$ cat config.mk
export PLATFORM = sky130hd
export DESIGN_NAME = cache_top
export DESIGN_NICKNAME = d
export VERILOG_FILES = /design/src/rtl/brisc_pkg.sv /design/src/rtl/cache_tag_array.sv /design/src/rtl/cache_line_store.sv /design/src/rtl/memory.sv /design/src/rtl/cache_ctrl.sv /design/src/rtl/cache_top.sv
export SDC_FILE = /design/constraint.sdc
export NUM_CORES = 2
export LEC_CHECK = 0
export BUFFER_PORTS_ARGS = -buffer_cell sky130_fd_sc_hd__buf_2
export CORE_ASPECT_RATIO = 1.1
export CORE_MARGIN = 1
export CORE_UTILIZATION = 55
export CTS_CLUSTER_SIZE = 8
export DETAILED_ROUTE_END_ITERATION = 6
export PLACE_DENSITY_LB_ADDON = 0.12
export SYNTH_ARGS = -nofsm -noshare
export SYNTH_HDL_FRONTEND = slang
export SYNTH_SLANG_ARGS = --single-unit
$ cat constraint.sdc
create_clock -name clk -period 32.6 [get_ports clk]
set_input_delay 6.52 -clock clk [delete_from_list [all_inputs] [get_ports clk]]
set_output_delay 6.52 -clock clk [all_outputs]
set_load 0.1 [all_outputs]
$ cat src/mem.hex
// One 32-bit word per line, word address 0 to 63 in order
// Bytes are A5, word address, twice the address, three times the address
A5000000
A5010203
A5020406
A5030609
A504080C
A5050A0F
A5060C12
A5070E15
A5081018
A509121B
A50A141E
A50B1621
A50C1824
A50D1A27
A50E1C2A
A50F1E2D
A5102030
A5112233
A5122436
A5132639
A514283C
A5152A3F
A5162C42
A5172E45
A5183048
A519324B
A51A344E
A51B3651
A51C3854
A51D3A57
A51E3C5A
A51F3E5D
A5204060
A5214263
A5224466
A5234669
A524486C
A5254A6F
A5264C72
A5274E75
A5285078
A529527B
A52A547E
A52B5681
A52C5884
A52D5A87
A52E5C8A
A52F5E8D
A5306090
A5316293
A5326496
A5336699
A534689C
A5356A9F
A5366CA2
A5376EA5
A53870A8
A53972AB
A53A74AE
A53B76B1
A53C78B4
A53D7AB7
A53E7CBA
A53F7EBD
$ cat src/rtl/brisc_pkg.sv
`default_nettype none

package brisc_pkg;

  // --------------------------------------------------------------------------
  // Geometry
  // --------------------------------------------------------------------------
  localparam int unsigned WORD_WIDTH    = 32;
  localparam int unsigned WORDS_IN_LINE = 4;
  localparam int unsigned LINE_WIDTH    = WORD_WIDTH * WORDS_IN_LINE;
  localparam int unsigned ADDRESS_WIDTH = 8;
  localparam int unsigned MEM_DEPTH     = 64;  // In words
  localparam int unsigned NUM_SETS      = 4;

  // Address split is tag | index | word offset | byte offset
  localparam int unsigned BYTE_OFF_WIDTH = $clog2(WORD_WIDTH / 8);
  localparam int unsigned WORD_OFF_WIDTH = $clog2(WORDS_IN_LINE);
  localparam int unsigned INDEX_WIDTH    = $clog2(NUM_SETS);
  localparam int unsigned TAG_WIDTH      =
      ADDRESS_WIDTH - INDEX_WIDTH - WORD_OFF_WIDTH - BYTE_OFF_WIDTH;

  typedef logic [ADDRESS_WIDTH-1:0]  addr_t;
  typedef logic [WORD_WIDTH-1:0]     word_t;
  typedef word_t [WORDS_IN_LINE-1:0] line_t;  // Word 0 sits in the low bits
  typedef logic [INDEX_WIDTH-1:0]    index_t;
  typedef logic [TAG_WIDTH-1:0]      tag_t;
  typedef logic [WORD_OFF_WIDTH-1:0] word_off_t;

  // --------------------------------------------------------------------------
  // Bus structs
  // --------------------------------------------------------------------------
  typedef struct packed {
    logic  we;
    addr_t addr;
    word_t wdata;
  } cpu_req_t;

  typedef struct packed {
    word_t rdata;
  } cpu_rsp_t;

  typedef struct packed {
    logic  valid;
    logic  rw;    // High for a store
    addr_t addr;  // Always line aligned
    line_t data;
  } mem_req_t;

  typedef struct packed {
    logic  ready;
    addr_t addr;
    line_t data;
  } mem_resp_t;

  typedef enum logic [1:0] {
    idle,
    lookup,
    fill_wait,
    write_through
  } ctrl_state_t;

endpackage

`default_nettype wire

$ cat src/rtl/cache_tag_array.sv
`timescale 1ns/100ps
`default_nettype none

module cache_tag_array (
  input  wire logic              clk,
  input  wire logic              arst_n,
  input  wire brisc_pkg::index_t index,
  input  wire brisc_pkg::tag_t   tag,
  input  wire logic              tag_we,
  output logic                   hit
);
  import brisc_pkg::*;

  logic [NUM_SETS-1:0] valid_q;
  tag_t                tags_q [NUM_SETS];

  assign hit = valid_q[index] && (tags_q[index] == tag);

  always_ff @(posedge clk or negedge arst_n) begin
    if (!arst_n) begin
      valid_q <= '0;
    end else if (tag_we) begin
      valid_q[index] <= 1'b1;
    end
  end

  // A fill writes the tag of the latched address
  always_ff @(posedge clk) begin
    if (tag_we) tags_q[index] <= tag;
  end

endmodule

`default_nettype wire

$ cat src/rtl/cache_line_store.sv
`timescale 1ns/100ps
`default_nettype none

module cache_line_store (
  input  wire logic                 clk,
  input  wire brisc_pkg::index_t    index,
  input  wire logic                 line_we,
  input  wire brisc_pkg::line_t     line_wdata,
  input  wire logic                 word_we,
  input  wire brisc_pkg::word_off_t word_off,
  input  wire brisc_pkg::word_t     word_wdata,
  output brisc_pkg::word_t          rd_word,
  output brisc_pkg::line_t          merged_line
);
  import brisc_pkg::*;

  line_t lines_q [NUM_SETS];

  // Read side
  assign rd_word = lines_q[index][word_off];

  // Same line with the incoming word dropped in for stores and write-through
  always_comb begin
    merged_line           = lines_q[index];
    merged_line[word_off] = word_wdata;
  end

  always_ff @(posedge clk) begin
    if (line_we) begin
      lines_q[index] <= line_wdata;  // A fill replaces the whole line
    end else if (word_we) begin
      lines_q[index] <= merged_line;
    end
  end

endmodule

`default_nettype wire

$ cat src/rtl/memory.sv
`timescale 1ns/100ps
`default_nettype none

module memory #(
  parameter int unsigned MEM_REQ_DELAY  = 2,
  parameter int unsigned MEM_RESP_DELAY = 2
) (
  input  wire logic                clk,
  input  wire logic                arst_n,
  input  wire brisc_pkg::mem_req_t req,
  output brisc_pkg::mem_resp_t     resp
);
  import brisc_pkg::*;

  localparam int unsigned LINE_OFF = BYTE_OFF_WIDTH + WORD_OFF_WIDTH;

  word_t                            mem_q [MEM_DEPTH];
  logic [MEM_REQ_DELAY-1:0]         req_vld;
  mem_req_t                         req_pipe [MEM_REQ_DELAY];
  logic [MEM_RESP_DELAY-1:0]        rsp_vld;
  mem_resp_t                        rsp_pipe [MEM_RESP_DELAY];
  mem_req_t                         at_array;
  logic                             at_valid;
  logic [ADDRESS_WIDTH-LINE_OFF-1:0] line_sel;
  line_t                            rd_line;

  initial $readmemh("/design/src/mem.hex", mem_q);

  assign at_array = req_pipe[MEM_REQ_DELAY-1];
  assign at_valid = req_vld[MEM_REQ_DELAY-1];
  assign line_sel = at_array.addr[ADDRESS_WIDTH-1:LINE_OFF];

  always_comb begin
    for (int w = 0; w < WORDS_IN_LINE; w++) begin
      rd_line[w] = mem_q[{line_sel, word_off_t'(w)}];
    end
    resp       = rsp_pipe[MEM_RESP_DELAY-1];
    resp.ready = rsp_vld[MEM_RESP_DELAY-1];
  end

  // Whole line store at the delayed address
  always @(posedge clk) begin
    if (at_valid && at_array.rw) begin
      for (int w = 0; w < WORDS_IN_LINE; w++) begin
        mem_q[{line_sel, word_off_t'(w)}] <= at_array.data[w];
      end
    end
  end

  // --------------------------------------------------------------------------
  // Request and response delay pipelines
  // --------------------------------------------------------------------------
  always_ff @(posedge clk or negedge arst_n) begin
    if (!arst_n) begin
      req_vld <= '0;
      rsp_vld <= '0;
    end else begin
      for (int i = MEM_REQ_DELAY - 1; i > 0; i--) req_vld[i] <= req_vld[i-1];
      req_vld[0] <= req.valid;
      for (int i = MEM_RESP_DELAY - 1; i > 0; i--) rsp_vld[i] <= rsp_vld[i-1];
      rsp_vld[0] <= at_valid && !at_array.rw;  // Stores return nothing
    end
  end

  always_ff @(posedge clk) begin
    for (int i = MEM_REQ_DELAY - 1; i > 0; i--) req_pipe[i] <= req_pipe[i-1];
    req_pipe[0] <= req;
    for (int i = MEM_RESP_DELAY - 1; i > 0; i--) rsp_pipe[i] <= rsp_pipe[i-1];
    rsp_pipe[0] <= '{ready: 1'b1, addr: at_array.addr, data: rd_line};
  end

endmodule

`default_nettype wire

$ cat src/rtl/cache_ctrl.sv
`timescale 1ns/100ps
`default_nettype none

module cache_ctrl (
  input  wire logic                 clk,
  input  wire logic                 arst_n,
  input  wire logic                 req_valid,
  input  wire brisc_pkg::cpu_req_t  req,
  output logic                      req_ready,
  output logic                      rsp_valid,
  output brisc_pkg::cpu_rsp_t       rsp,
  output brisc_pkg::index_t         index,
  output brisc_pkg::tag_t           tag,
  input  wire logic                 hit,
  output logic                      tag_we,
  output logic                      line_we,
  output brisc_pkg::line_t          line_wdata,
  output logic                      word_we,
  output brisc_pkg::word_off_t      word_off,
  output brisc_pkg::word_t          word_wdata,
  input  wire brisc_pkg::word_t     rd_word,
  input  wire brisc_pkg::line_t     merged_line,
  output brisc_pkg::mem_req_t       mem_req,
  input  wire brisc_pkg::mem_resp_t mem_resp
);
  import brisc_pkg::*;

  localparam int unsigned LINE_OFF = BYTE_OFF_WIDTH + WORD_OFF_WIDTH;

  ctrl_state_t state_q, state_d;
  cpu_req_t    req_q;
  cpu_rsp_t    rsp_q;
  logic        rsp_valid_q;
  mem_req_t    mem_req_q;
  addr_t       line_addr;
  logic        fill_done;

  // Every lookup works on the latched request
  assign index      = req_q.addr[LINE_OFF +: INDEX_WIDTH];
  assign tag        = req_q.addr[ADDRESS_WIDTH-1 -: TAG_WIDTH];
  assign word_off   = req_q.addr[BYTE_OFF_WIDTH +: WORD_OFF_WIDTH];
  assign word_wdata = req_q.wdata;
  assign line_wdata = mem_resp.data;
  assign line_addr  = {req_q.addr[ADDRESS_WIDTH-1:LINE_OFF], {LINE_OFF{1'b0}}};
  assign fill_done  = mem_resp.ready && (mem_resp.addr == line_addr);

  assign req_ready = (state_q == idle);
  assign rsp_valid = rsp_valid_q;
  assign rsp       = rsp_q;
  assign mem_req   = mem_req_q;

  // --------------------------------------------------------------------------
  // Next state and array strobes
  // --------------------------------------------------------------------------
  always_comb begin
    state_d = state_q;
    tag_we  = 1'b0;
    line_we = 1'b0;
    word_we = 1'b0;
    case (state_q)
      idle: if (req_valid) state_d = lookup;
      lookup: begin
        if (hit) begin
          word_we = req_q.we;  // Store hit merges into the cached line
          state_d = req_q.we ? write_through : idle;
        end else begin
          state_d = fill_wait;
        end
      end
      fill_wait: begin
        if (fill_done) begin
          line_we = 1'b1;
          tag_we  = 1'b1;
          state_d = lookup;  // The retry now hits
        end
      end
      write_through: state_d = idle;
      default: state_d = idle;
    endcase
  end

  always_ff @(posedge clk or negedge arst_n) begin
    if (!arst_n) begin
      state_q     <= idle;
      rsp_valid_q <= 1'b0;
      mem_req_q   <= '0;
    end else begin
      state_q         <= state_d;
      rsp_valid_q     <= (state_q == lookup) && hit;
      mem_req_q.valid <= 1'b0;
      if (state_q == lookup) begin
        if (hit && req_q.we) begin
          mem_req_q <= '{valid: 1'b1, rw: 1'b1, addr: line_addr, data: merged_line};
        end else if (!hit) begin
          mem_req_q <= '{valid: 1'b1, rw: 1'b0, addr: line_addr, data: '0};
        end
      end
    end
  end

  always_ff @(posedge clk) begin
    if (req_valid && req_ready) req_q <= req;
    if (state_q == lookup && hit) begin
      rsp_q.rdata <= req_q.we ? req_q.wdata : rd_word;  // A store echoes its word
    end
  end

endmodule

`default_nettype wire

$ cat src/rtl/cache_top.sv
`timescale 1ns/100ps
`default_nettype none

module cache_top #(
  parameter int unsigned MEM_REQ_DELAY  = 2,
  parameter int unsigned MEM_RESP_DELAY = 2
) (
  input  wire logic                clk,
  input  wire logic                arst_n,
  input  wire logic                req_valid,
  input  wire brisc_pkg::cpu_req_t req,
  output logic                     req_ready,
  output logic                     rsp_valid,
  output brisc_pkg::cpu_rsp_t      rsp
);
  import brisc_pkg::*;

  index_t    index;
  tag_t      tag;
  logic      hit;
  logic      tag_we;
  logic      line_we;
  line_t     line_wdata;
  logic      word_we;
  word_off_t word_off;
  word_t     word_wdata;
  word_t     rd_word;
  line_t     merged_line;
  mem_req_t  mem_req;
  mem_resp_t mem_resp;

  cache_ctrl u_ctrl (.*);

  cache_tag_array u_tags (.clk, .arst_n, .index, .tag, .tag_we, .hit);

  cache_line_store u_lines (
    .clk, .index, .line_we, .line_wdata, .word_we, .word_off, .word_wdata,
    .rd_word, .merged_line
  );

  // Main memory sits behind the write-through path
  memory #(
    .MEM_REQ_DELAY (MEM_REQ_DELAY),
    .MEM_RESP_DELAY(MEM_RESP_DELAY)
  ) u_mem (
    .clk,
    .arst_n,
    .req (mem_req),
    .resp(mem_resp)
  );

endmodule

`default_nettype wire

* After elaboration in Yosys (flattened, before gate mapping)
Memory sizes are Yosys's and may differ from the RTL's. A register that Yosys moved wholly into a read port is not among the register bits.
Index checks and enable logic that the tools add are counted.
** Operators by class
- Order comparisons :: 4
- Reduce and logical (&&, ||, !) cells :: 13
- Bitwise gates (word level) :: 2
- Multiplexer cells :: 32
- Eq/ne operators :: 8
** Operators by type and width (number)
- $mux W138 :: 3
- $bwmux W128 :: 1
- $mux W128 :: 1
- $mux W32 :: 3
- $bmux W32 S2 :: 1
- $demux W32 S2 :: 1
- $mux W1 :: 13
- $mux W2 :: 6
- $logic_and A1 B1 Y1 :: 9
- $eq A8 B8 Y1 :: 1
- $pmux W2 S4 :: 1
- $lt A2 B3 Y1 const B :: 2
- $eq A2 B2 Y1 const B :: 2
- $ge A2 B1 Y1 const B :: 2
- $ne A2 B2 Y1 const B :: 2
- $or A4 B4 Y4 :: 1
- $reduce_and A2 Y1 :: 2
- $bmux W1 S2 :: 1
- $demux W1 S2 :: 1
- $eq A2 B1 Y1 const B :: 1
- $eq A2 B2 Y1 :: 1
- $logic_not A2 Y1 :: 1
- $ne A2 B1 Y1 const B :: 1
- $logic_not A1 Y1 :: 1
- $or A1 B1 Y1 :: 1
** Storage, ports and cells
- Output and inout port bits :: 34
- Memory bits (writable) :: 3118
- Memories kept :: 5
- Word-level logic and storage cells :: 80
- Flip-flop bits (word level) :: 222
** Memory list
- u_mem.mem_q :: depth 64, bits a word 32, rd ports 4, clocked after memory_dff 0, write ports 4, line memory.sv:17 : word_t mem_q [MEM_DEPTH];
- u_lines.lines_q :: depth 4, bits a word 128, rd ports 1, clocked after memory_dff 1, write ports 1, line cache_line_store.sv:17 : line_t lines_q [NUM_SETS];
- u_mem.req_pipe :: depth 2, bits a word 138, rd ports 2, clocked after memory_dff 0, write ports 2, line memory.sv:19 : mem_req_t req_pipe [MEM_REQ_DELAY];
- u_mem.rsp_pipe :: depth 2, bits a word 137, rd ports 2, clocked after memory_dff 0, write ports 2, line memory.sv:21 : mem_resp_t rsp_pipe [MEM_RESP_DELAY];
- u_tags.tags_q :: depth 4, bits a word 2, rd ports 1, clocked after memory_dff 1, write ports 1, line cache_tag_array.sv:15 : tag_t tags_q [NUM_SETS];

* Logic depth before layout (Yosys ltp)
- Depth in word-level cells :: 9
- Mapped depth :: 9
- Gate-level depth less buffers :: 5

* Hierarchy
From an unflattened synthesis, not the netlist that was laid out.
** Second synthesis, totals
- Cells, all modules :: 5959
- Area, all modules :: 119967.6 µm²
** By module, submodules not included
- memory :: sequential area each 72529.6 µm², cells an instance 3832, instances 1, area each 88524.9 µm²
- cache_line_store :: sequential area each 15374.7 µm², cells an instance 1491, instances 1, area each 22151.2 µm²
- cache_ctrl :: sequential area each 5560.3 µm², cells an instance 603, instances 1, area each 8772.2 µm²
- cache_tag_array :: sequential area each 340.3 µm², cells an instance 33, instances 1, area each 519.2 µm²

* Least setup slack after synthesis
Ideal clock, no wire load.
- Kind :: register to register
- From :: reg with a tool-made name
- To :: mem u_lines.lines_q[0][0] (netlist bit), enable pin
- Arrival time :: 10697 ps
- Cell stages (with the launch flop) :: 10
- Setup slack :: 21098 ps
- Required time :: 31796 ps
- Path buffers :: 4
- Path through :: dfxtp_1 -> buf_2 -> mux2i_1 -> xor2_1 -> and3_1 -> clkbuf_1 -> o21ai_1 -> buf_2 -> buf_2 -> a211oi_1
** RTL lines (line)
- end, declared :: cache_line_store.sv:17

* Final worst setup path
- From :: reg u_ctrl.state_q[1]
- To :: out req_ready
** Between the ends
- Word-level cells in the longest chain between the ends :: 1
** RTL lines
- start, declared :: line cache_ctrl.sv:30 : ctrl_state_t state_q, state_d;
- start signal, assigned :: line cache_ctrl.sv:84 : state_q <= idle;
- start signal, assigned :: line cache_ctrl.sv:88 : state_q <= state_d;
- $logic_not A2 Y1 :: line cache_ctrl.sv:47 : assign req_ready = (state_q == idle);
- end, declared :: line cache_top.sv:12 : output logic req_ready,
No other way between the ends.

==> flow_metrics.py <==
metrics = {
    "power_and_ir_drop": {
        "powerDensity_nw_per_um2": 79.5,
        "seqPwrFrac_pct": 45.6,
        "intPower_mw": 8.14,
        "power_frac_comb_pct": 14.1,
        "p_clk_share_pct": 40.3,
        "power.total_mw": 10.8,
        "p_switching_mw": 2.67,
        "irDropWorstVdd_mv": 0.0795,
        "leakagePower_nw": 40.0,
        "netSwitchingFraction_pct": 24.7,
    },
    "detailed_routing": {
        "route.vias.total": 53506,
        "post_drt_wl_per_cell_um": 31.6,
        "via_per_inst": 6.17,
        "drtIter0Drc": 5123,
        "drtAntennaViolNets": 0,
        "drt_pre_antenna_iters": 5,
        "wirelength_mm": 274,
        "drc": 0,
    },
    "floorplan": {
        "fp.dieW_um": 445,
        "io_pins": 78,
        "die_h_um": 489,
        "placementRows": 178,
        "core-area_sq_um": 214000,
        "start_util_pct": 55.4,
        "dieArea_sq_um": 218000,
    },
    "worst_hold_path": {
        "whs_endpoint": "u_mem.rsp_pipe[0][154]$_DFF_P_",
        "worstHoldPathType": "reg2reg",
        "whs_path_depth": 0,
        "hold_start": "u_mem.rsp_pipe[0][17]$_DFF_P_",
    },
    "synthesis": {
        "synthFlopType": "edfxtp_1",
        "synth_edf_count": 2639,
        "syn_avg_cell_area_sq_um": 23.6,
        "async_flop_share_pct": 4.37,
        "ys_ff_latch": 3316,
        "ys.warnings.count": 0,
        "synth_area_sq_um": 119000,
        "synth_seq_area_share_pct": 78.8,
        "ys_types": 39,
        "syn_nets": 5068,
        "synth_cells": 5024,
    },
    "clocking": {
        "cts-htree-levels": 5,
        "ctsHoldBuffers": 0,
        "post_cts_resize_count": 0,
        "path_clk_slew_ps": 50,
        "insertion_delay_ps": 990,
        "root_buffer": "clkbuf_16",
        "post_cts_buffers": 0,
        "tritoncts": "done",
        "cts.sinks": 3316,
        "cts_made_buffers": 465,
        "cts_buffer_depth": 4,
    },
    "timing": {
        "fin_setup_tns_ps": 0,
        "finalCritPeriodShare_pct": 27.1,
        "worst_pin_slew_ps": 1250,
        "setup_viol": 0,
        "finalClockSkew_ps": 51.7,
        "fmax_mhz": 113,
        "slew_violations": 0,
        "slew_headroom_pct": 16.8,
        "fin_crit_ps": 8820,
        "rsz0062_at_grt": "no",
        "final_hold_viol_count": 0,
    },
    "worst_setup_path": {
        "crit_path_max_incr_delay_ps": 510,
        "worstPathArrival_ps": 2300,
        "cp_slowest_cell": "buf_2",
        "critPathMaxFanout": 5,
        "start_kind": "flop",
        "critPathLaunch": "u_ctrl.state_q[1]$_DFFE_PN0P_",
        "path_cells": "nor2_1 -> buf_2",
        "reg2reg_to": "u_lines.lines_q[1][106]$_DFFE_PP_",
        "path_class": "reg2out",
        "rr_worst_depth": 8,
        "cp_data_required_time_ps": 26080,
        "worstSetupEndpointType": "output pin",
        "r2r_slack_ps": 27460,
    },
    "cells_and_area": {
        "final_cell_mix": "edfxtp_1, mux4_2, dfxtp_1",
        "drive_gt1_share_pct": 31.9,
        "fill_cells": 14335,
        "final_net_count": 5441,
        "layout_commonest_cell": "edfxtp_1",
        "areaGrowthSynthToFinish_pct": 14.6,
    },
    "outcome": {
        "status": "complete, no violations",
    },
    "global_route": {
        "grt_usage_pct": 25.6,
        "antenna_found_initial": 5,
        "grt_overflow": 0,
        "grt_max_degree": 136,
        "grt_pass1_wl_mm": 397,
        "first_global_vias": 56988,
    },
    "placement": {
        "gp_congestion": 0.732,
        "hpwl_mm": 128,
        "io_buffer_count": 75,
    },
    "flow_run": {
        "cap_violations": 0,
    },
}
[sequential cells by signal, indices dropped and copies added, names as in the netlist, 4 cells and up, named ones only]
| register | cells |
|---|---|
| u_mem.mem_q | 2048 |
| u_tags.valid_q | 4 |
| u_tags.tags_q | 8 |
| u_mem.rsp_pipe | 264 |
| u_ctrl.word_wdata | 32 |
| u_mem.req_pipe | 266 |
| u_ctrl.mem_req | 134 |
| u_ctrl.rsp | 32 |
| u_lines.lines_q | 512 |
[synth_stat cells, drive strengths merged, types with 2 or more instances]
library cell  number  share of area [%]
inv                2             0.0063
nor3               6              0.030
dfrtp            145                3.1
buf              125               0.57
xor2               5              0.037
mux2i              5              0.042
a21bo            256                2.2
nand2              6              0.019
xnor2              3              0.022
nor2              18              0.057
dfxtp            532                9.0
o21ai              4              0.017
a21oi              5              0.021
and3               2              0.011
edfxtp          2639                 67
nand2b             8              0.042
mux2             166                1.6
o21bai             3              0.019
clkbuf           151               0.48
mux4             801                 15
o211ai           128               0.81
nand4              2              0.011
nor2b              3              0.016
[worst max path at each step]
| stage | cells past startpoint | to | slack, ps |
|---|---|---|---|
| after floorplan | 9 | u_lines.lines_q[0][0]$_DFFE_PP_ | 21100 |
| after global placement | 3 | flop | 24550 |
| after detailed placement | 3 | flop | 24530 |
| after CTS | 2 | req_ready | 23740 |
| after global routing | 2 | req_ready | 23720 |
| final | 2 | req_ready | 23780 |
[metrics by stage]
step	hold slack, ps	utilization [%]	area [sq um]	worst slack (ps)	cells
floorplan	310	-	119000	21100	5024
global placement	310	57.2	123000	24550	7810
detailed placement	312	57.2	123000	24530	7810
CTS	305	63.5	136000	23740	8669
global route	316	63.5	136000	23720	8671
finish	303	63.5	136000	23780	8671
[metal layers]
metal	part of all wire (%)	wire length, um	vias up	global-route usage, %
li1	-	-	21893	-
met1	41	112000	29413	35.4
met2	51	139000	1847	43.1
met3	5.9	16200	353	3.73
met4	2.1	5670	0	6.88
met5	0	0	-	0
[critical path: cells and delay by family (launching register included)]
kind / cells / cell delay, ps
buf+inv: 1 / 510
flops: 1 / 430
simple gates: 1 / 380
[logic make-up (layout without fill, tap and decap cells)]
kind of cell	count (synthesis)	after routing	synth area share [%]
AOI/OAI and AO/OA	398	398	3.04
xor gates and xnor gates	8	8	0.0590
buffers and inverters	278	1043	1.05
DFF	3316	3316	78.8
muxes	972	972	16.8
other	0	2	0
and+or+nand+nor	52	52	0.228
[power by group through the flow]
| stage | sequential, mW | clock [mW] | combinational, mW |
|---|---|---|---|
| 3_3_place_gp | 5.00 | 0 | 1.54 |
| 2_1_floorplan | 4.90 | 0 | 1.17 |
| 4_1_cts | 4.93 | 4.43 | 1.56 |
| 6_report | 4.93 | 4.36 | 1.52 |
| 3_5_place_dp | 5.01 | 0 | 1.55 |
| 5_1_grt | 4.94 | 4.61 | 1.61 |
[cell type report]
| class | instances | area [sq um] | area share [%] |
|---|---|---|---|
| clock inverter | 8 | 77.6 | 0.0571 |
| tap | 2880 | 3600 | 2.65 |
| clock buffer | 851 | 13300 | 9.75 |
| inverter | 2 | 7.51 | 0.00552 |
| timing repair buffer | 182 | 1350 | 0.994 |
| multi-input combinational | 1430 | 24100 | 17.7 |
| antenna | 2 | 5.00 | 0.00368 |
| sequential | 3316 | 93500 | 68.8 |
Power figures use the tool's default switching activity.
